--- src/rtl/la_defines.svh ---
`ifndef LA_DEFINES_SVH
`define LA_DEFINES_SVH

//////////////////////////////
// capture buffer
//////////////////////////////
`define LA_CHANNELS    8                     // probe channels
`define LA_CHN_W       3                     // channel select width
`define LA_ADDR_W      10                    // buffer address bits
`define LA_DEPTH       (1 << `LA_ADDR_W)     // 1024 samples
`define LA_DIV_W       16
`define LA_PIX_W       24                    // rgb 8:8:8
`define LA_POS_W       12                    // pixel column / row counters

//////////////////////////////
// lane geometry
//////////////////////////////
`define LA_LANE_H      16                    // rows per lane
`define LA_OFF_W       4                     // row offset inside a lane
`define LA_HIGH_ROW    4'd2                  // level drawn for a 1
`define LA_LOW_ROW     4'd13                 // level drawn for a 0

//////////////////////////////
// wishbone register map
//////////////////////////////
`define LA_WB_AW       3
`define LA_WB_DW       32
`define LA_REG_CTRL    3'd0
`define LA_REG_PRE     3'd1
`define LA_REG_DIV     3'd2
`define LA_REG_STATUS  3'd3
`define LA_REG_START   3'd4
`define LA_REG_COLOR   3'd5
`define LA_COLOR_RST   24'hff0000            // red wave after reset

`endif

--- src/rtl/la_pkg.sv ---
`include "la_defines.svh"

package la_pkg;

   typedef logic [`LA_CHANNELS-1:0] sample_t;     // one sample of all probes
   typedef logic [`LA_ADDR_W-1:0]   buf_addr_t;   // capture buffer address
   typedef logic [`LA_PIX_W-1:0]    pixel_t;      // rgb pixel
   typedef logic [`LA_DIV_W-1:0]    div_t;        // sample divider

   // capture sequence, one pass per arm
   typedef enum logic [2:0] {
      CAP_IDLE      = 3'd0,
      CAP_PRE_FILL  = 3'd1,
      CAP_WAIT_TRIG = 3'd2,
      CAP_POST_FILL = 3'd3,
      CAP_DONE      = 3'd4
   } cap_state_t;

   // encoding of CTRL bits 2:1
   typedef enum logic [1:0] {
      TRIG_NONE = 2'd0,
      TRIG_RISE = 2'd1,
      TRIG_FALL = 2'd2
   } trig_mode_t;

endpackage

--- src/rtl/la_wave_display.sv ---
`timescale 1ns/1ns
`include "la_defines.svh"

module la_wave_display
   import la_pkg::*;
(
   input  logic      pix_clk,
   input  logic      sys_rst_n,
   input  logic      i_hs,
   input  logic      i_vs,
   input  logic      i_de,
   input  pixel_t    i_data,
   input  buf_addr_t i_start_addr,
   input  pixel_t    i_wave_color,
   input  sample_t   i_rd_data,
   input  logic      i_finished,
   output buf_addr_t o_rd_addr,
   output logic      o_hs,
   output logic      o_vs,
   output logic      o_de,
   output pixel_t    o_data
);

   logic [`LA_POS_W-1:0] x_cnt;   // column of current pixel
   logic [`LA_POS_W-1:0] y_cnt;   // row of current pixel
   logic                 de_d;
   logic                 vs_d;
   logic                 in_wave;

   logic                 s1_hs;
   logic                 s1_vs;
   logic                 s1_de;
   logic                 s1_in_wave;
   pixel_t               s1_data;
   logic [`LA_CHN_W-1:0] s1_lane;
   logic [`LA_OFF_W-1:0] s1_off;
   logic                 s1_x_nz;
   sample_t              prev_rd;   // sample at x-1
   logic                 cur_bit;
   logic                 prev_bit;
   logic                 on_high;
   logic                 on_low;
   logic                 on_bar;
   logic                 paint;

   //////////////////////////////
   // position counters
   //////////////////////////////
   always_ff @(posedge pix_clk) begin
      if (!sys_rst_n) begin
         x_cnt <= '0;
         y_cnt <= '0;
         de_d  <= 1'b0;
         vs_d  <= 1'b0;
      end else begin
         de_d <= i_de;
         vs_d <= i_vs;
         if (i_de) begin
            x_cnt <= x_cnt + 1'b1;
         end else begin
            x_cnt <= '0;   // back to column 0 in blanking
         end
         if (i_vs != vs_d) begin
            y_cnt <= '0;   // any vs edge starts a frame
         end else if (de_d && !i_de) begin
            y_cnt <= y_cnt + 1'b1;   // end of active line
         end
      end
   end

   assign o_rd_addr = i_start_addr + x_cnt[`LA_ADDR_W-1:0];   // wraps at 1024
   assign in_wave   = i_finished && i_de &&
                      (y_cnt < `LA_POS_W'(`LA_CHANNELS * `LA_LANE_H)) &&
                      (x_cnt < `LA_POS_W'(`LA_DEPTH));

   //////////////////////////////
   // stage 1, ram data arrives
   //////////////////////////////
   always_ff @(posedge pix_clk) begin
      if (!sys_rst_n) begin
         s1_hs      <= 1'b0;
         s1_vs      <= 1'b0;
         s1_de      <= 1'b0;
         s1_in_wave <= 1'b0;
      end else begin
         s1_hs      <= i_hs;
         s1_vs      <= i_vs;
         s1_de      <= i_de;
         s1_in_wave <= in_wave;
      end
   end

   always_ff @(posedge pix_clk) begin
      s1_data <= i_data;
      s1_lane <= y_cnt[`LA_OFF_W +: `LA_CHN_W];   // y / 16
      s1_off  <= y_cnt[`LA_OFF_W-1:0];
      s1_x_nz <= (x_cnt != '0);
      prev_rd <= i_rd_data;
   end

   assign cur_bit  = i_rd_data[s1_lane];
   assign prev_bit = prev_rd[s1_lane];
   assign on_high  = (s1_off == `LA_HIGH_ROW) && cur_bit;
   assign on_low   = (s1_off == `LA_LOW_ROW) && !cur_bit;
   // vertical edge between the two levels
   assign on_bar   = s1_x_nz && (cur_bit != prev_bit) &&
                     (s1_off >= `LA_HIGH_ROW) && (s1_off <= `LA_LOW_ROW);
   assign paint    = s1_in_wave && (on_high || on_low || on_bar);

   //////////////////////////////
   // stage 2, output
   //////////////////////////////
   always_ff @(posedge pix_clk) begin
      if (!sys_rst_n) begin
         o_hs <= 1'b0;
         o_vs <= 1'b0;
         o_de <= 1'b0;
      end else begin
         o_hs <= s1_hs;
         o_vs <= s1_vs;
         o_de <= s1_de;
      end
   end

   always_ff @(posedge pix_clk) begin
      o_data <= paint ? i_wave_color : s1_data;   // else pass video through
   end

endmodule

--- config.mk ---
export PLATFORM = sky130hd
export DESIGN_NAME = la_wave_display
export DESIGN_NICKNAME = d
export VERILOG_FILES = /design/src/rtl/la_pkg.sv /design/src/rtl/la_wave_display.sv
export VERILOG_INCLUDE_DIRS = /design/src /design/src/rtl
export SDC_FILE = /design/constraint.sdc
export NUM_CORES = 1
export LEC_CHECK = 0
export BUFFER_PORTS_ARGS = -buffer_cell sky130_fd_sc_hd__buf_2
export CAP_MARGIN = 20
export CORE_MARGIN = 10
export CORE_UTILIZATION = 54
export DETAILED_ROUTE_END_ITERATION = 10
export GPL_ROUTABILITY_DRIVEN = 0
export PLACE_DENSITY = 0.84
export SLEW_MARGIN = 20
export SYNTH_ARGS = -nofsm -noshare
export SYNTH_HDL_FRONTEND = slang
export SYNTH_SLANG_ARGS = --single-unit
--- constraint.sdc ---
create_clock -name pix_clk -period 5.6 [get_ports pix_clk]
set_input_delay 0.28 -clock pix_clk [delete_from_list [all_inputs] [get_ports pix_clk]]
set_output_delay 0.28 -clock pix_clk [all_outputs]
set_load 0.005 [all_outputs]
==> results.md <==
- Vias: 2446
- Endpoints failing hold: 0
- Routed WL: 7.47 mm
- Power share of the combinational group: 6.6%
- Synth async-reset ratio: 0%
- Area Growth Syn to Fin: 24.2%
- Average cell area after synthesis: 11.8 um^2
- Synth Flop Type: dfxtp_1
- Root Buffer: clkbuf_8
- Sw Pwr: 271 uW
- Crit-path max FO: 24
- # diodes: 0
- Drt pass-1 iters: 5
- EDFF count, synth: 0
- Peak supply drop: 234 uV
- Clock latency on the worst-skew pair: 0.35 ns
- Syn nets: 375
- Initial antenna violation count: 0
- Finish-stage setup viols: 0
- DRC viols: 0
- Fmax: 352 MHz
- Area of the multi-input gates: 1460 um^2
- Hold Crit Start: i_data[1]
- Io pins: 109
- End of the worst register-to-register path: o_data[1]
- Ys Warns: 0
- Power share of the clock group: 37.9%
- Final TNS setup: 0 ns
- Dpl hpwl: 5.79 mm
- Worst Tran Pin Value: 1.02 ns
- Starting Density: 56.7%
- Total design power: 1.28 mW
- Largest net degree at the start of global routing: 25
- Most frequent cells in the layout: 108 x buf_2, 95 x dfxtp_1, 21 x nor2_1, 20 x mux2_4, 14 x xor2_1
- Worst EP required: 5.84 ns
- Post-Synthesis Cell Area: 3430 um^2
- Reg2Reg Setup Slack: 2.76 ns
- Slew Limit Fails: 0
- Post-route ant nets: 0
- Vias in the first global route: 2496
- Synth cell types: 32
- Status: finished clean
- Worst R2R Path Depth: 5
- Worst r2r src: s1_lane[0]
- Total internal power: 1.00 mW
- Element type at the critical path end: flip-flop
- Clock-pin slew on the worst setup and hold paths: 0.09 ns
- Clock buffer count from CTS: 9
- Per-cell routed wire length: 15.4 um
- Power Dens Cells: 299 nW/um^2
- Clock Skew: 0.00665 ns
- Mapped Cells: 290
- First-pass GRT wire length: 12.0 mm
- Max-slew headroom: 31.9%
- Port Buffers: 108
- Worst Hold Depth: 1
- Final core utilization: 70.4%
- Rows: 28
- Htree depth: 3
- Hold crit path type: in2reg
- Sequential share of the synthesized area: 55.4%
- Final Critical Period: 2.84 ns
- Synth Register Bits: 95
- DR vias/cell: 5.04
- Core area: 6060 um^2
- Fill count: 422
- MaxCap Viol Count: 0
- Sequential Power Share: 55.5%
- First DRT Iteration DRCs: 93
- Total grt overflow: 0
- Seq. cell area: 1900 um^2
- CTS Buffer Depth: 2
- Fin nets: 490
- Crit start category: flip-flop
- Crit Path Category: reg2reg
- Critical path launch point: s1_lane[0]
- Commonest non-fill, non-tap cell in the layout: buf_2
- Die area: 9950 um^2
- RSZ-0062 raised after global routing: false
- Sw frac: 21.2%
- Final period util: 50.8%
- CTS Sinks: 95
- Critical path arrival: 3.09 ns
- Layout cells sized above 1: 36.8%
- Die width: 99.8 um
- Die Span Y: 99.8 um
- Leak: 1.99 nW
- Hold EP: s1_data[1]
- CTS tree: done
- Tot GR Track Use: 14.7%
repair_timing:
item,in CTS,in global routing
endpoints found under the setup margin,0,0
resized for setup,0,0
setup buffers,0,0
hold buffers,0,1
hold endpoints to repair,0,1
kinds of logic after synthesis:
family | count (synthesis) | synth area share [%]
AO/OA/AOI/OAI | 28 | 4.74
XOR/XNOR | 26 | 6.63
adder cells (fa/ha/maj) | 13 | 4.95
buffers and inverters | 15 | 2.08
flip-flops | 95 | 55.4
multiplexers | 31 | 14.0
AND/OR/NAND/NOR | 82 | 12.2
power groups by stage:
stage | registers (mW) | logic, mW | clock network [mW]
after floorplan | 0.724 | 0.0361 | 0
after global routing | 0.711 | 0.0935 | 0.521
after global placement | 0.723 | 0.0817 | 0
after detailed placement | 0.724 | 0.0848 | 0
after CTS | 0.708 | 0.0854 | 0.494
final | 0.708 | 0.0844 | 0.483
sequential cells by signal, indices dropped and copies added, names as in the netlist, 3 cells and up:
register,cells
s1_lane,3
o_data,24
s1_data,24
prev_rd,8
y_cnt,12
x_cnt,12
s1_off,4
critical path: stages (launching register included):
cell and delay (ns):
dfxtp_1 0.44, mux4_1 0.64, mux2i_1 0.24, o21ai_1 0.16
a21oi_4 0.82, mux2_2 0.42
cells in the mapped netlist, drive strengths merged, types with 7 or more instances:
library cell | number | area, um^2
o21ai | 12 | 60.1
dfxtp | 95 | 1900
and3 | 8 | 50.1
or3 | 7 | 43.8
mux2 | 24 | 345
xnor2 | 12 | 105
nand2 | 13 | 48.8
nand3 | 10 | 50.1
ha | 12 | 150
inv | 10 | 37.5
xor2 | 14 | 123
nor2 | 21 | 78.8
a21oi | 12 | 71.3
stage by stage:
step | instances | worst slack [ns] | area (um^2) | hold WS (ns)
2_1_floorplan | 290 | 3.45 | 3430 | 0.308
3_3_place_gp | 468 | 2.91 | 4040 | 0.367
3_5_place_dp | 468 | 2.80 | 4040 | 0.382
4_1_cts | 484 | 2.75 | 4260 | 0.00829
5_1_grt | 485 | 2.56 | 4270 | 0.000264
6_report | 485 | 2.76 | 4270 | 0.0237
worst max-delay path by stage:
stage | slack (ns) | cells after the start | endpoint
after detailed placement | 2.80 | 5 | o_data[1]
after floorplan | 3.45 | 7 | o_data[10]
final | 2.76 | 5 | o_data[1]
after global routing | 2.56 | 10 | o_rd_addr[8]
after global placement | 2.91 | 6 | o_data[1]
after CTS | 2.75 | 5 | o_data[1]
cell type report:
cell class	instances	area share, %
Timing Repair Buffer	109	12.9
Inverter	10	0.880
Multi-Input combinational cell	180	34.3
Sequential cell	95	44.6
Tap cell	75	2.20
Clock inverter	7	2.26
Clock buffer	9	2.90
per-layer routing:
metal	vias up	GRT usage (%)	part of all wire, %
li1	1233	-	-
met1	1113	15.8	41
met2	88	25.2	48
met3	12	7.13	9.5
met4	0	4.08	1.3
met5	-	0	0
(Power assumes the default switching activity.)
