==> config.mk <==
export PLATFORM = sky130hd
export DESIGN_NAME = la_wb_regs
export DESIGN_NICKNAME = d
export VERILOG_FILES = /design/src/rtl/la_pkg.sv /design/src/rtl/la_wb_regs.sv
export VERILOG_INCLUDE_DIRS = /design/src /design/src/rtl
export SDC_FILE = /design/constraint.sdc
export NUM_CORES = 1
export LEC_CHECK = 0
export ABC_AREA = 1
export BUFFER_PORTS_ARGS = -buffer_cell sky130_fd_sc_hd__buf_4
export CAP_MARGIN = 15
export CORE_AREA = 2 2 99 101
export CTS_CLUSTER_DIAMETER = 200
export DETAILED_ROUTE_END_ITERATION = 8
export DIE_AREA = 0 0 101 103
export HOLD_SLACK_MARGIN = 0.02
export PLACE_DENSITY = 0.68
export SLEW_MARGIN = 40
export SYNTH_ARGS = -nofsm -noshare
export SYNTH_HDL_FRONTEND = slang
export SYNTH_SLANG_ARGS = --single-unit
==> constraint.sdc <==
create_clock -name pix_clk -period 3.6 [get_ports pix_clk]
set_input_delay 0.18 -clock pix_clk [delete_from_list [all_inputs] [get_ports pix_clk]]
set_output_delay 0.18 -clock pix_clk [all_outputs]
set_load 0.005 [all_outputs]
==> src/rtl/la_defines.svh <==
`ifndef LA_DEFINES_SVH
`define LA_DEFINES_SVH

//////////////////////////////
// capture buffer
//////////////////////////////
`define LA_CHANNELS    8                     // probe channels
`define LA_CHN_W       3                     // channel select width
`define LA_ADDR_W      10                    // buffer address bits
`define LA_DEPTH       (1 << `LA_ADDR_W)     // 1024 samples
`define LA_DIV_W       16
`define LA_PIX_W       24                    // rgb 8:8:8
`define LA_POS_W       12                    // pixel column / row counters

//////////////////////////////
// lane geometry
//////////////////////////////
`define LA_LANE_H      16                    // rows per lane
`define LA_OFF_W       4                     // row offset inside a lane
`define LA_HIGH_ROW    4'd2                  // level drawn for a 1
`define LA_LOW_ROW     4'd13                 // level drawn for a 0

//////////////////////////////
// wishbone register map
//////////////////////////////
`define LA_WB_AW       3
`define LA_WB_DW       32
`define LA_REG_CTRL    3'd0
`define LA_REG_PRE     3'd1
`define LA_REG_DIV     3'd2
`define LA_REG_STATUS  3'd3
`define LA_REG_START   3'd4
`define LA_REG_COLOR   3'd5
`define LA_COLOR_RST   24'hff0000            // red wave after reset

`endif

==> src/rtl/la_pkg.sv <==
`include "la_defines.svh"

package la_pkg;

   typedef logic [`LA_CHANNELS-1:0] sample_t;     // one sample of all probes
   typedef logic [`LA_ADDR_W-1:0]   buf_addr_t;   // capture buffer address
   typedef logic [`LA_PIX_W-1:0]    pixel_t;      // rgb pixel
   typedef logic [`LA_DIV_W-1:0]    div_t;        // sample divider

   // capture sequence, one pass per arm
   typedef enum logic [2:0] {
      CAP_IDLE      = 3'd0,
      CAP_PRE_FILL  = 3'd1,
      CAP_WAIT_TRIG = 3'd2,
      CAP_POST_FILL = 3'd3,
      CAP_DONE      = 3'd4
   } cap_state_t;

   // encoding of CTRL bits 2:1
   typedef enum logic [1:0] {
      TRIG_NONE = 2'd0,
      TRIG_RISE = 2'd1,
      TRIG_FALL = 2'd2
   } trig_mode_t;

endpackage

==> src/rtl/la_wb_regs.sv <==
`timescale 1ns/1ns
`include "la_defines.svh"

module la_wb_regs
   import la_pkg::*;
(
   input  logic                 pix_clk,
   input  logic                 sys_rst_n,
   input  logic                 i_wb_cyc,
   input  logic                 i_wb_stb,
   input  logic                 i_wb_we,
   input  logic [`LA_WB_AW-1:0] i_wb_adr,
   input  logic [`LA_WB_DW-1:0] i_wb_dat,
   input  logic                 i_finished,
   input  logic                 i_busy,
   input  buf_addr_t            i_start_addr,
   output logic                 o_wb_ack,
   output logic [`LA_WB_DW-1:0] o_wb_dat,
   output logic                 o_arm,
   output trig_mode_t           o_trig_mode,
   output logic [`LA_CHN_W-1:0] o_trig_chn,
   output buf_addr_t            o_pre_num,
   output div_t                 o_div,
   output pixel_t               o_wave_color
);

   logic                 wb_req;   // new access, not yet acked
   logic                 wb_wr;
   logic [`LA_WB_DW-1:0] rd_mux;

   assign wb_req = i_wb_cyc & i_wb_stb & ~o_wb_ack;
   assign wb_wr  = wb_req & i_wb_we;

   //////////////////////////////
   // classic cycle handshake
   //////////////////////////////
   always_ff @(posedge pix_clk) begin
      if (!sys_rst_n) begin
         o_wb_ack <= 1'b0;
      end else begin
         o_wb_ack <= wb_req;   // single cycle ack
      end
   end

   always_ff @(posedge pix_clk) begin
      if (wb_req) begin
         o_wb_dat <= rd_mux;   // valid together with ack
      end
   end

   //////////////////////////////
   // register writes
   //////////////////////////////
   always_ff @(posedge pix_clk) begin
      if (!sys_rst_n) begin
         o_arm        <= 1'b0;
         o_trig_mode  <= TRIG_NONE;
         o_trig_chn   <= '0;
         o_pre_num    <= '0;
         o_div        <= '0;
         o_wave_color <= `LA_COLOR_RST;
      end else begin
         o_arm <= wb_wr && (i_wb_adr == `LA_REG_CTRL) && i_wb_dat[0];   // self clearing
         if (wb_wr) begin
            case (i_wb_adr)
               `LA_REG_CTRL: begin
                  o_trig_mode <= trig_mode_t'(i_wb_dat[2:1]);
                  o_trig_chn  <= i_wb_dat[5:3];
               end
               `LA_REG_PRE:   o_pre_num    <= i_wb_dat[`LA_ADDR_W-1:0];
               `LA_REG_DIV:   o_div        <= i_wb_dat[`LA_DIV_W-1:0];
               `LA_REG_COLOR: o_wave_color <= i_wb_dat[`LA_PIX_W-1:0];
               default: ;   // STATUS and START are read only
            endcase
         end
      end
   end

   // readback
   always_comb begin
      case (i_wb_adr)
         `LA_REG_CTRL:   rd_mux = `LA_WB_DW'({o_trig_chn, o_trig_mode, 1'b0});
         `LA_REG_PRE:    rd_mux = `LA_WB_DW'(o_pre_num);
         `LA_REG_DIV:    rd_mux = `LA_WB_DW'(o_div);
         `LA_REG_STATUS: rd_mux = `LA_WB_DW'({i_busy, i_finished});
         `LA_REG_START:  rd_mux = `LA_WB_DW'(i_start_addr);
         `LA_REG_COLOR:  rd_mux = `LA_WB_DW'(o_wave_color);
         default:        rd_mux = '0;
      endcase
   end

   // master must hold cyc and stb until it sees ack
   ack_in_cycle: assert property (@(posedge pix_clk) disable iff (!sys_rst_n)
      o_wb_ack |-> (i_wb_cyc && i_wb_stb));

endmodule

==> results of run 1 <==
-- path summary, 6_finish.rpt --
| path | cells past startpoint | slack (ps) | endpoint | start |
|---|---|---|---|---|
| setup reg to reg | 7 | 1680 | o_wave_color[11] | o_wb_ack |
| setup / recovery | 7 | 1680 | o_wave_color[11] | o_wb_ack |
| hold / removal | 3 | 40 | o_wave_color[20] | i_wb_dat[20] |
| hold reg to reg | 2 | 500 | o_wave_color[16] | o_wave_color[16] |
-- metal layers --
layer | track usage (%) | vias to the layer above
li1 | - | 1705
met1 | 24.70 | 1547
met2 | 31.95 | 146
met3 | 3.864 | 12
met4 | 6.757 | 0
met5 | 0 | -
-- placed cells by master (no fill, tap or decap), drive strengths merged --
master and instances:
clkinv 4, clkbuf 11, nand2 119, dfxtp 57, nor3 2, conb 8, nor2 124, inv 43
nand3 62, nand4 6, edfxtp 24, bufinv 1, buf 127, nor4 1, a21oi 1, a22o 6
clkinvlp 1
-- area by class of cell --
cell class              instances  area share, %
flip-flops and latches         81          39.01
multi-input cells             329          30.57
repair buffers                127          19.98
inverters                      44          3.513
well taps                     114          2.989
clock buffers                  11          2.753
clock inverters                 5          1.180
-- power groups by stage --
stage / sequential (W) / clock (W) / combinational [W]
global route: 0.000967 / 0.000689 / 0.000194
global placement: 0.000986 / 0 / 0.000170
floorplan: 0.000987 / 0 / 0.0000976
finish: 0.000965 / 0.000641 / 0.000173
CTS: 0.000966 / 0.000656 / 0.000175
detailed placement: 0.000987 / 0 / 0.000174
-- flip-flops by register name, indices dropped and copies added, names as in the netlist --
name	cells
o_wave_color	24
o_wb_dat	24
o_div	16
o_pre_num	10
o_trig_chn	3
o_trig_mode	2
o_arm	1
o_wb_ack	1
-- per-stage QoR --
step	std cells	total power, W	hold WS [ps]
after global placement	694	0.001157	395.1
after CTS	711	0.001797	30.85
final	711	0.001780	41.77
after global routing	711	0.001850	43.41
after detailed placement	695	0.001161	399.1
after floorplan	485	0.001085	306.2
-- kinds of logic (layout without fill, tap and decap cells) --
family	count (synthesis)	after routing	synth area share, %
and+or+nand+nor	314	314	37.00
DFF	81	81	50.51
buffers and inverters	75	187	10.83
AOI/OAI and AO/OA	7	7	1.561
other	1	8	0.1017
-- critical path, cell delays in order (launching register included) --
cell,delay (ps)
dfxtp_1,320
inv_1,100
nand3_1,180
nor2_4,640
buf_4,330
nand3_1,90
nand2_1,80
nor2_1,50
==> metrics, run 1 <==
Switching Share 24.16%; synth warn 0; critical path endpoint category flip-flop; initial antenna violation count 0; number of global-route vias before repair 3168; ranking of synthesized cells by area dfxtp_1 31%, edfxtp_1 20%, nor2_1 12%; CTS Hold Bufs 0; Synth cell types 29; metal2 WL 4712 um; Top Metal Used met4; FILL cells 913; sequential cell area 1862 um^2; combinational power share 9.7%; synthesized instance count 478; CTS buffer count 9; core area 9459 um^2; register area share after synthesis 50.51%; Iteration-0 DRC Markers 164; RSZ-0062 raised after global routing no; most numerous cell in the Yosys netlist nor2_1; Post-synth EDFFs 24; largest net degree at the start of global routing 57; Worst-Margin Slew 780.0 ps; fin util 50.45%; CTS H-tree depth 3; WL/cell 13.87 um; Mapped Area 3686 um^2; ant diodes 0; fin nets 644; Initial Utilization 38.97%; Die Span X 101 um; Tcrit/Tclk final 53.22%; Seq pwr share 54.2%; Synth async-reset ratio 0%; vias per cell 4.796; Setup WS pre-CTS 1659 ps; routability-driven placement congestion ratio 0.8375; Max VDD drop 0.0001934 V; Root Buffer clkbuf_8; Fin Clk Skew 9.666 ps; CTS sink cnt 81; Worst Hold Class in -> reg; CP required 3830 ps; Max Clk Rate 522.0 MHz; Pleak 2.323 nW; crit path max fanout 34; setup TNS 0 ps; WL final 9864 um; Detailed Place HPWL 6703 um; Worst-Skew Late Latency 340 ps; vias 3410; Power Dens Cells 373.0 nW/um^2; post-layout min period 1916 ps; CP Launch Type flip-flop; Syn Area/Cell 7.711 um^2; standard-cell row count 36; Multi-input gate area 1459 um^2; design area 4772 um^2; final number of setup-violating endpoints 0; Yosys top cell by area dfxtp_1; Final WS setup 1684 ps; Ports 141; DRC Markers 0; post-synth top area share 30.96%; met3 WL 682 um; layout cell share with drive strength beyond 1 26.13%; Data arrival, critical path 2150 ps; All-Layer GR Usage 19.09%; net switching power 0.0004299 W; GRT Residual Overflow 0; Slew headroom 47.88%; post-route ant nets 0; CP Class reg -> reg; Pre-antenna DRT Iters 4; DP Area 4584 um^2; PortBufs 124; clk buf depth 2; Hold Vio Cnt, Final 0; full die area 10400 um^2; flops & latches, synth 81; setup bufs post-CTS 0; CTS tree done; P_int 0.001350 W; most frequent cells after synthesis 120 x nor2_1, 117 x nand2_1, 61 x nand3_1; Met1 Routed Length 4334 um; die height 103 um; outcome finished, final reports clean; post_cts resized 0; max-cap viol count 0; Top FF cell, synth dfxtp_1; Reg clk slew, reported paths 80 ps; final slew viol count 0; Clk network pwr share 36.0%; first-pass GRT wire length 15480 um; Area Growth Syn to Fin 29.46%
No activity file was read; power rests on OpenSTA's default activity.
==> run 2, diff against run 1 <==
--- a/config.mk
+++ b/config.mk
@@ -6,13 +6,13 @@
 export SDC_FILE = /design/constraint.sdc
 export NUM_CORES = 1
 export LEC_CHECK = 0
-export ABC_AREA = 1
+export ABC_AREA = 0
 export BUFFER_PORTS_ARGS = -buffer_cell sky130_fd_sc_hd__buf_4
 export CAP_MARGIN = 15
-export CORE_AREA = 2 2 99 101
+export CORE_AREA = 2 2 97 99
 export CTS_CLUSTER_DIAMETER = 200
 export DETAILED_ROUTE_END_ITERATION = 8
-export DIE_AREA = 0 0 101 103
+export DIE_AREA = 0 0 99 101
 export HOLD_SLACK_MARGIN = 0.02
 export PLACE_DENSITY = 0.68
 export SLEW_MARGIN = 40
==> constraint.sdc (replaced) <==
create_clock -name pix_clk -period 1.92 [get_ports pix_clk]
set_input_delay 0.096 -clock pix_clk [delete_from_list [all_inputs] [get_ports pix_clk]]
set_output_delay 0.096 -clock pix_clk [all_outputs]
set_load 0.005 [all_outputs]
==> run 2 against run 1 <==
Net effect: combinational power grew 75%; cell area shrank 1.1%; cell count shrank 22%; worst hold slack better by 2.9 ps; clock power up 110%; synthesized cell count shrank 34%; sequential share of layout area rose by 0.43 points; sequential cell count did not move; register-to-register slack lost 1400 ps; first-iteration DRC count shrank 51%; critical path type unchanged.
==> metrics, run 2 <==
Hold Vio Cnt, Final 0; Worst-Margin Slew 651.8 ps; delay-heaviest family, CP simple AND/OR/NAND/NOR gates; Buf/Inv on CP 0; fin nets 490; Die Span X 99 um; Yosys top cell by area dfxtp_1; post_cts resized 0; Switching Share 21.86%; most frequent cells in the layout 129 x buf_4, 63 x nand2_1, 60 x mux2i_1; Iteration-0 DRC Markers 81; Detailed Place HPWL 5934 um; crit path max fanout 10; largest net degree at the start of global routing 51; vias per cell 4.940; Syn Area/Cell 11.00 um^2; final number of setup-violating endpoints 0; number of global-route vias before repair 2771; CTS Hold Bufs 8; FILL cells 803; Pleak 1.988 nW; max-cap viol count 0; CP Launch Type flip-flop; All-Layer GR Usage 17.33%; synthesized instance count 316; standard-cell row count 35; Max VDD drop 0.0004119 V; CTS sink cnt 81; WP depth 3; WL final 8742 um; Worst-Skew Late Latency 330 ps; CP required 2120 ps; vias 2737; Fin Clk Skew 7.311 ps; routability-driven placement congestion ratio 0.7169; critical path endpoint category flip-flop; WL/cell 15.78 um; Reg clk slew, reported paths 80 ps; Max Clk Rate 625.0 MHz; ranking of synthesized cells by area dfxtp_1 33%, edfxtp_1 21%, mux2i_1 17%; Worst Hold Class in -> reg; full die area 9999 um^2; Top FF cell, synth dfxtp_1; Slew headroom 56.46%; most common cell after layout, fill and taps aside buf_4; setup TNS 0 ps; Tcrit/Tclk final 83.33%; final slew viol count 0; net switching power 0.0007493 W; reg-to-reg setup timing slack 320 ps; combinational power share 8.8%; clk buf depth 2; post-route ant nets 0; initial antenna violation count 0; metal2 WL 4320 um; Initial Utilization 38.73%; post-synth top area share 32.82%; most numerous cell in the Yosys netlist nand2_1; P_int 0.002679 W; Seq pwr share 52.6%; crit path cell chain nand4b_1 -> or3b_1 -> mux2i_1; RSZ-0062 raised after global routing no; CTS tree done; Area Growth Syn to Fin 35.73%; Synth async-reset ratio 0%; outcome finished, final reports clean; CP Class reg -> reg; core area 8977 um^2; Clk network pwr share 38.6%; layout cell share with drive strength beyond 1 34.54%; post-route insts no fill 554; Pre-antenna DRT Iters 5; first-pass GRT wire length 13630 um; Data arrival, critical path 1800 ps; Top Metal Used met4; Slowest cell on crit path or3b_1; DRC Markers 0; post-layout min period 1600 ps; slowest stage delay, CP 700 ps; Root Buffer clkbuf_8; Post-synth EDFFs 24; PortBufs 124; hold path cells 3; flops & latches, synth 81; die height 101 um; register area share after synthesis 53.54%; GRT Residual Overflow 0; CTS buffer count 9; Placed Cells 530; met3 WL 500 um; Mapped Area 3477 um^2; Met1 Routed Length 3866 um; synth warn 0; Worst R2R Path Depth 3; most frequent cells after synthesis 63 x nand2_1, 60 x mux2i_1, 57 x dfxtp_1; Synth cell types 27; ant diodes 0; Ports 141; biggest regs o_wave_color: 24 flops, o_wb_dat: 24 flops, o_div: 16 flops; setup bufs post-CTS 0; CTS H-tree depth 3; Power Dens Cells 726.4 nW/um^2
run 2: cell count changes after synthesis, sizes merged, moves of 17 or more:
cell	change
inv	-43
mux2i	+60
nand3	-62
nand2	-56
nor2b	+17
nor2	-121
run 2: area by class of cell:
type | count | area, um^2 | area share [%]
multi-input combinational | 208 | 1439 | 30.49
clock inverter | 5 | 80.08 | 1.697
sequential | 81 | 1862 | 39.45
timing repair buffer | 138 | 1069 | 22.64
clock buffer | 11 | 131.4 | 2.784
tap | 111 | 138.9 | 2.943
run 2: per-stage QoR:
| step | util (%) | total power, W | setup WS [ps] | hold WS, ps | instance area (um^2) |
|---|---|---|---|---|---|
| 2_1_floorplan | - | 0.001992 | 61.21 | 260.5 | 3503 |
| 3_3_place_gp | 49.32 | 0.002130 | 342.9 | 349.8 | 4428 |
| 3_5_place_dp | 49.32 | 0.002136 | 310.1 | 365.3 | 4428 |
| 4_1_cts | 52.57 | 0.003483 | 296.9 | 24.51 | 4720 |
| 5_1_grt | 52.57 | 0.003573 | 233.3 | 47.13 | 4720 |
| 6_report | 52.57 | 0.003428 | 320.0 | 44.63 | 4720 |
run 2: worst min-delay path, delay by kind of cell:
kind | cells | cell delay (ps)
and+or+nand+nor | 1 | 40
muxes | 1 | 120
buffers and inverters | 1 | 80
run 2: path summary, 6_finish.rpt:
check,from,end
max,o_wb_ack,o_pre_num[6]
min,i_wb_dat[21],o_wave_color[21]
max reg2reg,o_wb_ack,o_pre_num[6]
min reg2reg,o_wave_color[4],o_wave_color[4]
run 2: metal layers:
| metal | vias up | GRT usage, % |
|---|---|---|
| met2 | 89 | 30.61 |
| met3 | 5 | 3.259 |
| met5 | - | 0 |
| met1 | 1316 | 21.44 |
| li1 | 1327 | - |
| met4 | 0 | 5.374 |
run 2: power groups by stage:
stage                     Sequential [W]  Combinational [W]  Clock, W
final                            0.00180           0.000302   0.00132
after global routing             0.00181           0.000330   0.00144
after CTS                        0.00180           0.000305   0.00137
after detailed placement         0.00184           0.000291         0
after global placement           0.00184           0.000287         0
after floorplan                  0.00185           0.000146         0
run 2: cell families after synthesis:
family / after synthesis / share of synthesized area (%)
AND/OR/NAND/NOR: 102 / 14.18
AO/OA/AOI/OAI: 31 / 6.621
other: 1 / 0.1078
buffers and inverters: 34 / 6.009
flip-flops: 81 / 53.54
multiplexers: 67 / 19.54
