**config.mk**
```make
export PLATFORM = sky130hd
export DESIGN_NAME = la_sample_ctrl
export DESIGN_NICKNAME = d
export VERILOG_FILES = /design/src/rtl/la_pkg.sv /design/src/rtl/la_sample_ctrl.sv
export VERILOG_INCLUDE_DIRS = /design/src /design/src/rtl
export SDC_FILE = /design/constraint.sdc
export NUM_CORES = 1
export LEC_CHECK = 0
export BUFFER_PORTS_ARGS = -buffer_cell sky130_fd_sc_hd__buf_2
export CAP_MARGIN = 15
export CORE_MARGIN = 2
export CORE_UTILIZATION = 42
export CTS_CLUSTER_SIZE = 30
export DETAILED_ROUTE_END_ITERATION = 8
export PLACE_DENSITY = 0.62
export SLEW_MARGIN = 40
export SYNTH_ARGS = -nofsm -noshare
export SYNTH_HDL_FRONTEND = slang
export SYNTH_SLANG_ARGS = --single-unit
```
**constraint.sdc**
```tcl
create_clock -name pix_clk -period 3.37 [get_ports pix_clk]
set_input_delay 0.8425 -clock pix_clk [delete_from_list [all_inputs] [get_ports pix_clk]]
set_output_delay 0.8425 -clock pix_clk [all_outputs]
set_load 0.005 [all_outputs]
```
**src/rtl/la_defines.svh**
```systemverilog
`ifndef LA_DEFINES_SVH
`define LA_DEFINES_SVH

//////////////////////////////
// capture buffer
//////////////////////////////
`define LA_CHANNELS    8                     // probe channels
`define LA_CHN_W       3                     // channel select width
`define LA_ADDR_W      10                    // buffer address bits
`define LA_DEPTH       (1 << `LA_ADDR_W)     // 1024 samples
`define LA_DIV_W       16
`define LA_PIX_W       24                    // rgb 8:8:8
`define LA_POS_W       12                    // pixel column / row counters

//////////////////////////////
// lane geometry
//////////////////////////////
`define LA_LANE_H      16                    // rows per lane
`define LA_OFF_W       4                     // row offset inside a lane
`define LA_HIGH_ROW    4'd2                  // level drawn for a 1
`define LA_LOW_ROW     4'd13                 // level drawn for a 0

//////////////////////////////
// wishbone register map
//////////////////////////////
`define LA_WB_AW       3
`define LA_WB_DW       32
`define LA_REG_CTRL    3'd0
`define LA_REG_PRE     3'd1
`define LA_REG_DIV     3'd2
`define LA_REG_STATUS  3'd3
`define LA_REG_START   3'd4
`define LA_REG_COLOR   3'd5
`define LA_COLOR_RST   24'hff0000            // red wave after reset

`endif

```
**src/rtl/la_pkg.sv**
```systemverilog
`include "la_defines.svh"

package la_pkg;

   typedef logic [`LA_CHANNELS-1:0] sample_t;     // one sample of all probes
   typedef logic [`LA_ADDR_W-1:0]   buf_addr_t;   // capture buffer address
   typedef logic [`LA_PIX_W-1:0]    pixel_t;      // rgb pixel
   typedef logic [`LA_DIV_W-1:0]    div_t;        // sample divider

   // capture sequence, one pass per arm
   typedef enum logic [2:0] {
      CAP_IDLE      = 3'd0,
      CAP_PRE_FILL  = 3'd1,
      CAP_WAIT_TRIG = 3'd2,
      CAP_POST_FILL = 3'd3,
      CAP_DONE      = 3'd4
   } cap_state_t;

   // encoding of CTRL bits 2:1
   typedef enum logic [1:0] {
      TRIG_NONE = 2'd0,
      TRIG_RISE = 2'd1,
      TRIG_FALL = 2'd2
   } trig_mode_t;

endpackage

```
**src/rtl/la_sample_ctrl.sv**
```systemverilog
`timescale 1ns/1ns
`include "la_defines.svh"

module la_sample_ctrl
   import la_pkg::*;
(
   input  logic                 pix_clk,
   input  logic                 sys_rst_n,
   input  sample_t              i_probe,
   input  logic                 i_arm,
   input  trig_mode_t           i_trig_mode,
   input  logic [`LA_CHN_W-1:0] i_trig_chn,
   input  buf_addr_t            i_pre_num,
   input  div_t                 i_div,
   output logic                 o_wr_en,
   output buf_addr_t            o_wr_addr,
   output sample_t              o_wr_data,
   output buf_addr_t            o_start_addr,
   output logic                 o_finished,
   output logic                 o_busy
);

   cap_state_t cap_state;
   div_t       div_cnt;
   logic       sampling;      // divider running, cleared on entry to done
   logic       tick;          // one sample slot
   buf_addr_t  wr_ptr;
   buf_addr_t  pre_cnt;       // pre-trigger samples stored
   buf_addr_t  post_left;     // samples still due after trigger
   sample_t    prev_sample;
   logic       prev_valid;
   logic       fill_pre;
   logic       cur_bit;
   logic       prev_bit;
   logic       trig_hit;

   assign o_busy     = (cap_state == CAP_PRE_FILL) || (cap_state == CAP_WAIT_TRIG) ||
                       (cap_state == CAP_POST_FILL);
   assign o_finished = (cap_state == CAP_DONE);
   assign tick       = sampling && (div_cnt == i_div);

   // every slot while sampling stores the probes
   assign o_wr_en   = tick;
   assign o_wr_addr = wr_ptr;
   assign o_wr_data = i_probe;

   //////////////////////////////
   // sample divider
   //////////////////////////////
   always_ff @(posedge pix_clk) begin
      if (!sys_rst_n) begin
         div_cnt <= '0;
      end else if (i_arm || tick || !sampling) begin
         div_cnt <= '0;   // restart so first tick lands div+1 after arm
      end else begin
         div_cnt <= div_cnt + 1'b1;
      end
   end

   //////////////////////////////
   // trigger detection
   //////////////////////////////
   assign cur_bit  = i_probe[i_trig_chn];
   assign prev_bit = prev_sample[i_trig_chn];
   assign fill_pre = (cap_state == CAP_PRE_FILL) && (pre_cnt != i_pre_num);

   always_comb begin
      case (i_trig_mode)
         TRIG_RISE: trig_hit = prev_valid && !prev_bit && cur_bit;
         TRIG_FALL: trig_hit = prev_valid && prev_bit && !cur_bit;
         default:   trig_hit = 1'b1;   // immediate
      endcase
   end

   always_ff @(posedge pix_clk) begin
      if (tick) begin
         prev_sample <= i_probe;   // last stored sample
      end
   end

   //////////////////////////////
   // capture FSM
   //////////////////////////////
   always_ff @(posedge pix_clk) begin
      if (!sys_rst_n) begin
         cap_state    <= CAP_IDLE;
         sampling     <= 1'b0;
         wr_ptr       <= '0;
         pre_cnt      <= '0;
         post_left    <= '0;
         prev_valid   <= 1'b0;
         o_start_addr <= '0;
      end else if (i_arm) begin
         cap_state  <= CAP_PRE_FILL;   // re-arm from any state
         sampling   <= 1'b1;
         wr_ptr     <= '0;
         pre_cnt    <= '0;
         prev_valid <= 1'b0;
      end else if (tick) begin
         wr_ptr     <= wr_ptr + 1'b1;
         prev_valid <= 1'b1;
         case (cap_state)
            CAP_PRE_FILL, CAP_WAIT_TRIG: begin
               if (fill_pre) begin
                  pre_cnt <= pre_cnt + 1'b1;
                  if (pre_cnt + 1'b1 == i_pre_num) begin
                     cap_state <= CAP_WAIT_TRIG;
                  end
               end else if (trig_hit) begin
                  // window opens pre samples before the trigger
                  o_start_addr <= wr_ptr - i_pre_num;
                  post_left    <= ~i_pre_num;   // 1023 - pre
                  if (&i_pre_num) begin
                     cap_state <= CAP_DONE;
                     sampling  <= 1'b0;
                  end else begin
                     cap_state <= CAP_POST_FILL;
                  end
               end else begin
                  cap_state <= CAP_WAIT_TRIG;   // pre = 0 lands here
               end
            end
            CAP_POST_FILL: begin
               post_left <= post_left - 1'b1;
               if (post_left == buf_addr_t'(1)) begin
                  cap_state <= CAP_DONE;
                  sampling  <= 1'b0;
               end
            end
            default: ;
         endcase
      end
   end

   wr_only_capturing: assert property (@(posedge pix_clk) disable iff (!sys_rst_n)
      o_wr_en |-> !(cap_state inside {CAP_IDLE, CAP_DONE}));

endmodule

```
==> flow_summary.toml, run 1 <==
[place]
hpwl_um = 8110
dp.cells = 690
gp_congestion = 0.880
place_area_um2 = 4750
pre_cts_ws_ns = 0.0832
portBuffers = 72

[cells_and_area]
syn_to_final_growth_pct = 16.2
fill_cells = 951
stdcell_count = 706
drive_gt1_share_pct = 20.2
antenna_cells = 0
multiInputGateArea_um2 = 2600
nets = 627
design_area_um2 = 4950
seqCellArea_um2 = 1460
final_core_util_pct = 50.4

[synth]
synth_edf_count = 8
synth_area_per_cell_um2 = 8.54
synthDistinctLibCells = 58
syn_nets = 558
seq_area_frac_synth_pct = 34.3
syn_area_um2 = 4260
yosys_warnings = 0
yosys_most_used_dff = "dfxtp_1"
syn_inst = 499
synth_seq_cells = 69
async_reset_ff_share_pct = 0

[drt]
vias_per_cell = 5.32
dr.first_iter.drc_count = 253
drt_wl_total_um = 10500
vias = 3754
drt_pass1_iterations = 4
wl_per_cell_um = 14.8
ant_nets = 0
drc_errors = 0

[setup_path]
crit_path_start_kind = "input port"
worstReg2RegEnd = "post_left[9]"
reg2reg_slack_ns = 0.73
startpoint = "i_div[14]"
endpoint_kind = "output port"
crit_required_ns = 2.53
path_class = "input port to output port"
critPathMaxFanout = 2
cp.arrival_ns = 2.31
r2r-start = "prev_sample[1]"
crit_end = "o_wr_en"
rr_worst_depth = 8

[die]
core_area_um2 = 9820
die_w_um = 105
die-area_um2 = 11000
io_pins = 73
placementRows = 36
die_y_um = 105
start_util_pct = 43.4

[clocking]
cts_buffers = 9
root_buffer = "clkbuf_8"
clk_pin_slew_ns = 0.08
post_cts_buffers = 0
tritoncts = "built"
cts_resized = 0
clock_sinks = 69
insertion_delay_ns = 0.36
hold_buffers = 0
cts_max_level = 3
max-clock-path-buffers = 2

[global_route]
overflow = 0
grt_pass1_vias = 3613
grt_max_degree = 24
grt_pass1_wl_um = 17500
grtUsageTotal_pct = 19.8
antenna_found_initial = 1

[power_and_ir_drop]
p_leak_nw = 1.94
p_sw_uw = 441
combPwrFrac_pct = 9.6
power_frac_clock_pct = 41.0
peakVddDrop_mv = 0.193
power.density_nw_per_um2 = 341
p_seq_share_pct = 49.4
power.internal_mw = 1.25
swShare_pct = 26.1

[timing]
layout_min_cycle_time_ns = 3.15
layout_setup_ws_ns = 0.222
slew_headroom_pct = 57.1
fmax_mhz = 318
report.final.slew_viol_count = 0
worstMarginPinSlew_ns = 0.636
fin_tns_setup_ns = 0
hold_violations = 0
fin_skew_ns = 0.0166
rsz0062_at_grt = "false"
finalSetupViolCount = 0
post-route-period-util_pct = 93.4

[min_path]
hold_class = "flip-flop to flip-flop"

[run]
maxCapViolCount = 0

[status]
status = "completed"
==> cells in the final DEF (no fill, tap or decap), drive strengths merged, types with 5 or more instances in the layout <==
master	n
inv	24
o21ai	17
nor4	8
xnor2	37
xor2	32
nand3	16
and3	9
dfxtp	61
nand2b	5
a21oi	21
clkbuf	9
or2	13
a31oi	5
edfxtp	8
buf	82
nand2	29
ha	16
nor2	75
mux2i	11
nand4	11
nor3	16
==> power groups by stage <==
stage / combinational, mW / clock (mW) / sequential (mW)
CTS: 0.162 / 0.709 / 0.834
global placement: 0.159 / 0 / 0.854
detailed placement: 0.161 / 0 / 0.854
finish: 0.162 / 0.693 / 0.835
global route: 0.179 / 0.745 / 0.835
floorplan: 0.0959 / 0 / 0.853
==> flip-flops by register name, summed over array words and instances (netlist names) <==
signal and count:
div_cnt 16, sampling 1, prev_sample 8, prev_valid 1, post_left 10, cap_state 3, o_start_addr 10, pre_cnt 10
o_wr_addr 10
==> layout make-up <==
type	instances	area share, %
Sequential cell	69	29.5
Multi-Input combinational cell	384	52.4
Timing Repair Buffer	82	9.05
Clock inverter	7	1.47
Tap cell	133	3.36
Clock buffer	9	2.50
Inverter	22	1.67
==> through the flow <==
| step | power, mW | hold slack [ns] |
|---|---|---|
| finish | 1.69 | 0.477 |
| global route | 1.76 | 0.519 |
| CTS | 1.70 | 0.476 |
| detailed placement | 1.01 | 0.462 |
| global placement | 1.01 | 0.454 |
| floorplan | 0.949 | 0.447 |
==> logic make-up after synthesis <==
family | synth area share (%)
flops | 34.3
compound gates | 11.8
simple gates | 24.0
fa+ha+maj | 5.17
buf+inv | 5.05
xor+xnor | 14.2
mux | 5.58
==> Yosys cell counts (all sizes together) (5+ instances only) <==
cell type | count | area, µm²
nor2 | 75 | 282
dfxtp | 61 | 1220
xnor2 | 37 | 324
xor2 | 32 | 280
nand2 | 29 | 109
inv | 22 | 82.6
a21oi | 21 | 105
o21ai | 17 | 85.1
ha | 16 | 200
nand3 | 16 | 80.1
nor3 | 16 | 90.1
clkbuf | 13 | 48.8
or2 | 13 | 81.3
buf | 11 | 83.8
mux2i | 11 | 110
nand4 | 11 | 68.8
and3 | 9 | 56.3
edfxtp | 8 | 240
nor4 | 8 | 50.1
a31oi | 5 | 31.3
nand2b | 5 | 31.3
==> metal layers <==
| metal | track usage (%) | vias to the layer above | share of wire, % |
|---|---|---|---|
| met5 | 0 | - | 0 |
| met4 | 8.86 | 0 | 2.5 |
| met3 | 4.30 | 22 | 5.3 |
| met2 | 32.2 | 108 | 47 |
| met1 | 25.0 | 1733 | 45 |
| li1 | - | 1891 | - |
==> worst max-delay path, stage by stage <==
cell     delay, ns
buf_2         0.12
xor2_1        0.13
nor4_1        0.30
nand4_1       0.17
nor4_2        0.52
buf_2         0.22
==> worst min-delay path by stage <==
stage | from | end | slack [ns] | cells after the start
2_1_floorplan | div_cnt[0] | div_cnt[0] | 0.45 | 1
6_report | o_start_addr[9] | o_start_addr[9] | 0.48 | 2
3_3_place_gp | o_start_addr[9] | o_start_addr[9] | 0.45 | 2
3_5_place_dp | o_start_addr[9] | o_start_addr[9] | 0.46 | 2
4_1_cts | o_start_addr[9] | o_start_addr[9] | 0.48 | 2
5_1_grt | post_left[4] | post_left[4] | 0.52 | 2
Note: power is estimated with default switching activity, not from simulation.
==> inputs of run 2 (changes only) <==
BUFFER_PORTS_ARGS = -buffer_cell sky130_fd_sc_hd__buf_4   (was -buffer_cell sky130_fd_sc_hd__buf_2)
==> run 2 against run 1 <==
Effect of this change:
- die area did not move
- cell count fell by 0.57%
- flip-flop and latch count did not move
- clock skew fell by 0.0082 ns
- worst setup slack improved by 0.056 ns
- global-route usage rose by 0.11 points
- critical path type unchanged
- largest cell class unchanged
- largest power group unchanged
- highest routed layer unchanged
==> flow_summary.toml, run 2 (synthesis results as in run 1) <==
[die]
io_pins = 73
die-area_um2 = 11000
core_area_um2 = 9820
die_w_um = 105
start_util_pct = 43.4
die_y_um = 105
placementRows = 36

[cells_and_area]
final_cell_mix = "buf_4, nor2_1, dfxtp_1"
largest_register_ffs = 16
multiInputGateArea_um2 = 2600
drive_gt1_share_pct = 19.3
fill_cells = 966
layout_commonest_cell = "buf_4"
antenna_cells = 0
seqCellArea_um2 = 1460
nets = 624
syn_to_final_growth_pct = 18.7
regMostFlops = "div_cnt"

[timing]
layout_setup_ws_ns = 0.279
layout_min_cycle_time_ns = 3.09
post-route-period-util_pct = 91.7
slew_headroom_pct = 57.3
finalSetupViolCount = 0
worstMarginPinSlew_ns = 0.632
rsz0062_at_grt = "false"
hold_violations = 0
report.final.slew_viol_count = 0
fmax_mhz = 324
fin_skew_ns = 0.00831
fin_hold_ws_ns = 0.485

[setup_path]
crit_slowest_cell = "nor4_2"
max_stage_delay_ns = 0.51
cp.arrival_ns = 2.25
path_class = "input port to output port"
path_buf_inv = 2
critPathMaxFanout = 2
r2r-start = "prev_sample[1]"
crit_path_start_kind = "input port"
worstReg2RegEnd = "post_left[0]"
endpoint_kind = "output port"
cp_cell_sequence = "buf_4 -> xor2_1 -> nor4_1 -> nand4_1 -> nor4_2 -> buf_4"
crit_top_cell = "buf_4"
rr_worst_depth = 7
crit_required_ns = 2.53
crit_family = "simple AND/OR/NAND/NOR gates"
reg2reg_slack_ns = 0.62

[min_path]
holdPathStages = 2
hold_class = "flip-flop to flip-flop"
hp-start = "o_start_addr[9]"
min_to = "o_start_addr[9]"

[global_route]
grt_pass1_wl_um = 17800
grt_max_degree = 24
antenna_found_initial = 0
overflow = 0
grt_pass1_vias = 3619
grtUsageTotal_pct = 19.9

[drt]
vias = 3750
dr.first_iter.drc_count = 216
wl_per_cell_um = 14.9
vias_per_cell = 5.34
drt_wl_total_um = 10500
drt_pass1_iterations = 5
drc_errors = 0
ant_nets = 0

[clocking]
max-clock-path-buffers = 2
cts_resized = 0
cts_buffers = 9
clock_sinks = 69
cts_max_level = 3
insertion_delay_ns = 0.34
tritoncts = "built"
hold_buffers = 0
clk_pin_slew_ns = 0.07
post_cts_buffers = 0
root_buffer = "clkbuf_8"

[place]
pre_cts_ws_ns = -0.0318
portBuffers = 72
gp_congestion = 0.871
hpwl_um = 8180

[run]
maxCapViolCount = 0

[status]
status = "completed"

[power_and_ir_drop]
p_leak_nw = 1.94
peakVddDrop_mv = 0.178
power.density_nw_per_um2 = 315
[run 2: changes by cell type in the layout (fill, tap and decap cells not counted), moves of 2 or more]
cell      delta
buf_4       +70
buf_2       -72
clkinv_4     -2
clkbuf_1     +2
[run 2: worst register-to-register path: stages, from the launching register on]
cell and delay, ns:
edfxtp_1 0.36, mux4_1 0.52, mux2_2 0.30, nor3_2 0.21, o32ai_2 0.14, a2111o_1 0.66
a211o_1 0.35, a21oi_1 0.15
[run 2: stage by stage]
| step | cell area [µm²] | setup TNS (ns) | total power [mW] | cells | util (%) |
|---|---|---|---|---|---|
| 6_report | 5060 | 0 | 1.59 | 702 | 51.5 |
| 4_1_cts | 5060 | 0 | 1.62 | 702 | 51.5 |
| 3_3_place_gp | 4900 | 0 | 1.03 | 687 | 49.9 |
| 2_1_floorplan | 4260 | 0 | 0.949 | 499 | - |
| 3_5_place_dp | 4900 | -0.0898 | 1.03 | 687 | 49.9 |
| 5_1_grt | 5060 | 0 | 1.66 | 702 | 51.5 |
[run 2: layer usage]
metal,up-vias,GRT usage [%],wire (µm)
li1,1881,-,-
met1,1755,24.3,4590
met2,97,33.7,5130
met3,17,4.49,511
met4,0,8.19,267
met5,-,0,0
[run 2: how the worst max path moves through the flow]
stage             startpoint      endpoint  slack, ns  cells after the start
2_1_floorplan      i_div[14]       o_wr_en       0.11                      4
3_3_place_gp   i_trig_chn[0]  post_left[0]       0.05                      8
3_5_place_dp   i_trig_chn[0]  post_left[9]      -0.03                      8
4_1_cts            i_div[14]       o_wr_en       0.27                      6
5_1_grt             i_div[0]       o_wr_en       0.09                      6
6_report           i_div[14]       o_wr_en       0.28                      6
[run 2: report_power, final]
part	total [mW]	switching, mW	internal, mW
combinational	0.177	0.0887	0.0882
clock	0.581	0.301	0.280
sequential	0.835	0.00311	0.832
[run 2: area by class of cell]
class | count | area share, %
multi-input cells | 384 | 51.3
flip-flops and latches | 69 | 28.9
repair buffers | 79 | 11.7
well taps | 133 | 3.29
clock buffers | 12 | 2.87
inverters | 22 | 1.63
clock inverters | 3 | 0.297
==> inputs of run 3 (changes only) <==
BUFFER_PORTS_ARGS = default   (was -buffer_cell sky130_fd_sc_hd__buf_4)
DONT_BUFFER_PORTS = 1   (was default)
PLACE_DENSITY = 0.6   (was 0.62)
==> run 3 against run 2 <==
Effect of this change:
- via count down 7.9%
- highest routed layer unchanged
- core utilization down 5.0 points
- sequential power about the same
- non-clock buffer count down 73
- global-route usage down 0.86 points
- count of clock-buffer cells in the layout down 3
- worst setup slack better by 0.051 ns
- clock power up 27%
- total power up 5.7%
- register-to-register slack worse by 0.16 ns
- flip-flop and latch count unchanged
- critical path depth up 1
==> flow_summary.toml, run 3 (synthesis results as in run 1) <==
[global_route]
grtUsageTotal_pct = 19.0
grt_pass1_wl_um = 16700
overflow = 0
antenna_found_initial = 0
grt_max_degree = 24
grt_pass1_vias = 3435

[min_path]
hold_class = "flip-flop to flip-flop"
min_to = "post_left[4]"
holdPathStages = 2
hp-start = "post_left[4]"

[timing]
fmax_mhz = 329
fin_skew_ns = 0.0149
rsz0062_at_grt = "false"
worstMarginPinSlew_ns = 0.623
layout_setup_ws_ns = 0.330
finalSetupViolCount = 0
report.final.slew_viol_count = 0
layout_min_cycle_time_ns = 3.04
post-route-period-util_pct = 90.2
hold_violations = 0
slew_headroom_pct = 57.9

[cells_and_area]
final_core_util_pct = 46.5
regMostFlops = "div_cnt"
largest_register_ffs = 16
antenna_cells = 0
layout_commonest_cell = "nor2_1"
nets = 551
final_cell_mix = "nor2_1, dfxtp_1, xnor2_1"
fill_cells = 1004
drive_gt1_share_pct = 7.65
syn_to_final_growth_pct = 7.25

[status]
status = "completed"

[power_and_ir_drop]
peakVddDrop_mv = 0.199
p_leak_nw = 1.60
power.density_nw_per_um2 = 368

[setup_path]
cp_cell_sequence = "mux4_1 -> mux2_2 -> and4_1 -> o32ai_2 -> a2111o_1 -> mux2i_1 -> nor2_1"
cp.arrival_ns = 3.27
crit_slowest_cell = "a2111o_1"
critPathMaxFanout = 19
endpoint_kind = "flip-flop"
max_stage_delay_ns = 0.60
path_buf_inv = 0
crit_path_start_kind = "input port"
rr_worst_depth = 7
path_class = "input port to flip-flop"
r2r-start = "prev_sample[5]"
worstReg2RegEnd = "post_left[1]"
crit_required_ns = 3.60
reg2reg_slack_ns = 0.46
crit_family = "compound AO/OA/AOI/OAI gates"

[clocking]
hold_buffers = 0
clock_sinks = 69
cts_buffers = 9
post_cts_buffers = 0
insertion_delay_ns = 0.35
clk_pin_slew_ns = 0.07
cts_max_level = 3
cts_resized = 0
max-clock-path-buffers = 2
tritoncts = "built"
root_buffer = "clkbuf_8"

[drt]
dr.first_iter.drc_count = 135
vias = 3454
wl_met1_um = 4520
drt_pass1_iterations = 4
vias_per_cell = 5.48
wl_per_cell_um = 16.2
drc_errors = 0
wl_met3_um = 600
drt_wl_total_um = 10200
ant_nets = 0
highest_layer = "met4"
wl_met2_um = 4830

[place]
hpwl_um = 7980
pre_cts_ws_ns = -0.0289
portBuffers = 0
gp_congestion = 0.862

[die]
die_w_um = 105
die-area_um2 = 11000
die_y_um = 105
placementRows = 36
start_util_pct = 43.4
core_area_um2 = 9820
io_pins = 73

[run]
maxCapViolCount = 0
run 3: cell count changes in the layout (fill, tap and decap cells not counted):
cell and change:
clkbuf_1 -2, nor3_4 +1, bufinv_16 +2, nor3_2 -1, clkinv_1 +2, clkinvlp_4 +1, clkinv_2 -2, inv_6 +1
buf_4 -73, clkbuf_8 -1
run 3: metal layers:
metal | track usage, % | vias to the layer above
met4 | 8.10 | 0
met2 | 31.7 | 88
met3 | 5.36 | 25
met5 | 0 | -
li1 | - | 1733
met1 | 22.9 | 1608
run 3: metrics by stage:
stage	hold WS, ns	std cells	power, mW	setup TNS [ns]	area (µm²)
3_3_place_gp	0.461	614	0.962	0	4350
2_1_floorplan	0.447	499	0.949	0	4260
5_1_grt	0.521	630	1.75	0	4570
4_1_cts	0.484	630	1.70	0	4570
6_report	0.481	630	1.68	0	4570
3_5_place_dp	0.474	614	0.964	-0.0289	4360
run 3: how the worst max path moves through the flow:
| stage | startpoint | endpoint | slack, ns | cells after the start |
|---|---|---|---|---|
| floorplan | i_div[14] | o_wr_en | 0.11 | 4 |
| global placement | i_trig_chn[0] | post_left[1] | 0.07 | 7 |
| detailed placement | i_trig_chn[0] | post_left[1] | -0.03 | 7 |
| CTS | i_trig_chn[0] | post_left[1] | 0.35 | 7 |
| global route | i_trig_chn[0] | post_left[1] | 0.18 | 7 |
| finish | i_trig_chn[0] | post_left[1] | 0.33 | 7 |
run 3: cell type report:
class / instances / area [µm²] / share of cell area (%)
tap: 133 / 166 / 3.64
clock buffer: 9 / 124 / 2.71
multi-input combinational: 384 / 2600 / 56.9
timing repair buffer: 6 / 45.0 / 0.985
inverter: 22 / 82.6 / 1.81
sequential: 69 / 1460 / 32.0
clock inverter: 7 / 88.8 / 1.94
run 3: tightest hold or removal path, stage by stage, from the launching register on:
cell     delay, ns
dfxtp_1       0.31
o21ai_0       0.07
a21oi_1       0.06
run 3: power breakdown:
| part | internal (mW) | switching [mW] | leakage [nW] |
|---|---|---|---|
| Sequential | 0.832 | 0.00306 | 0.564 |
| Clock | 0.413 | 0.327 | 0.105 |
| Combinational | 0.0503 | 0.0598 | 0.934 |
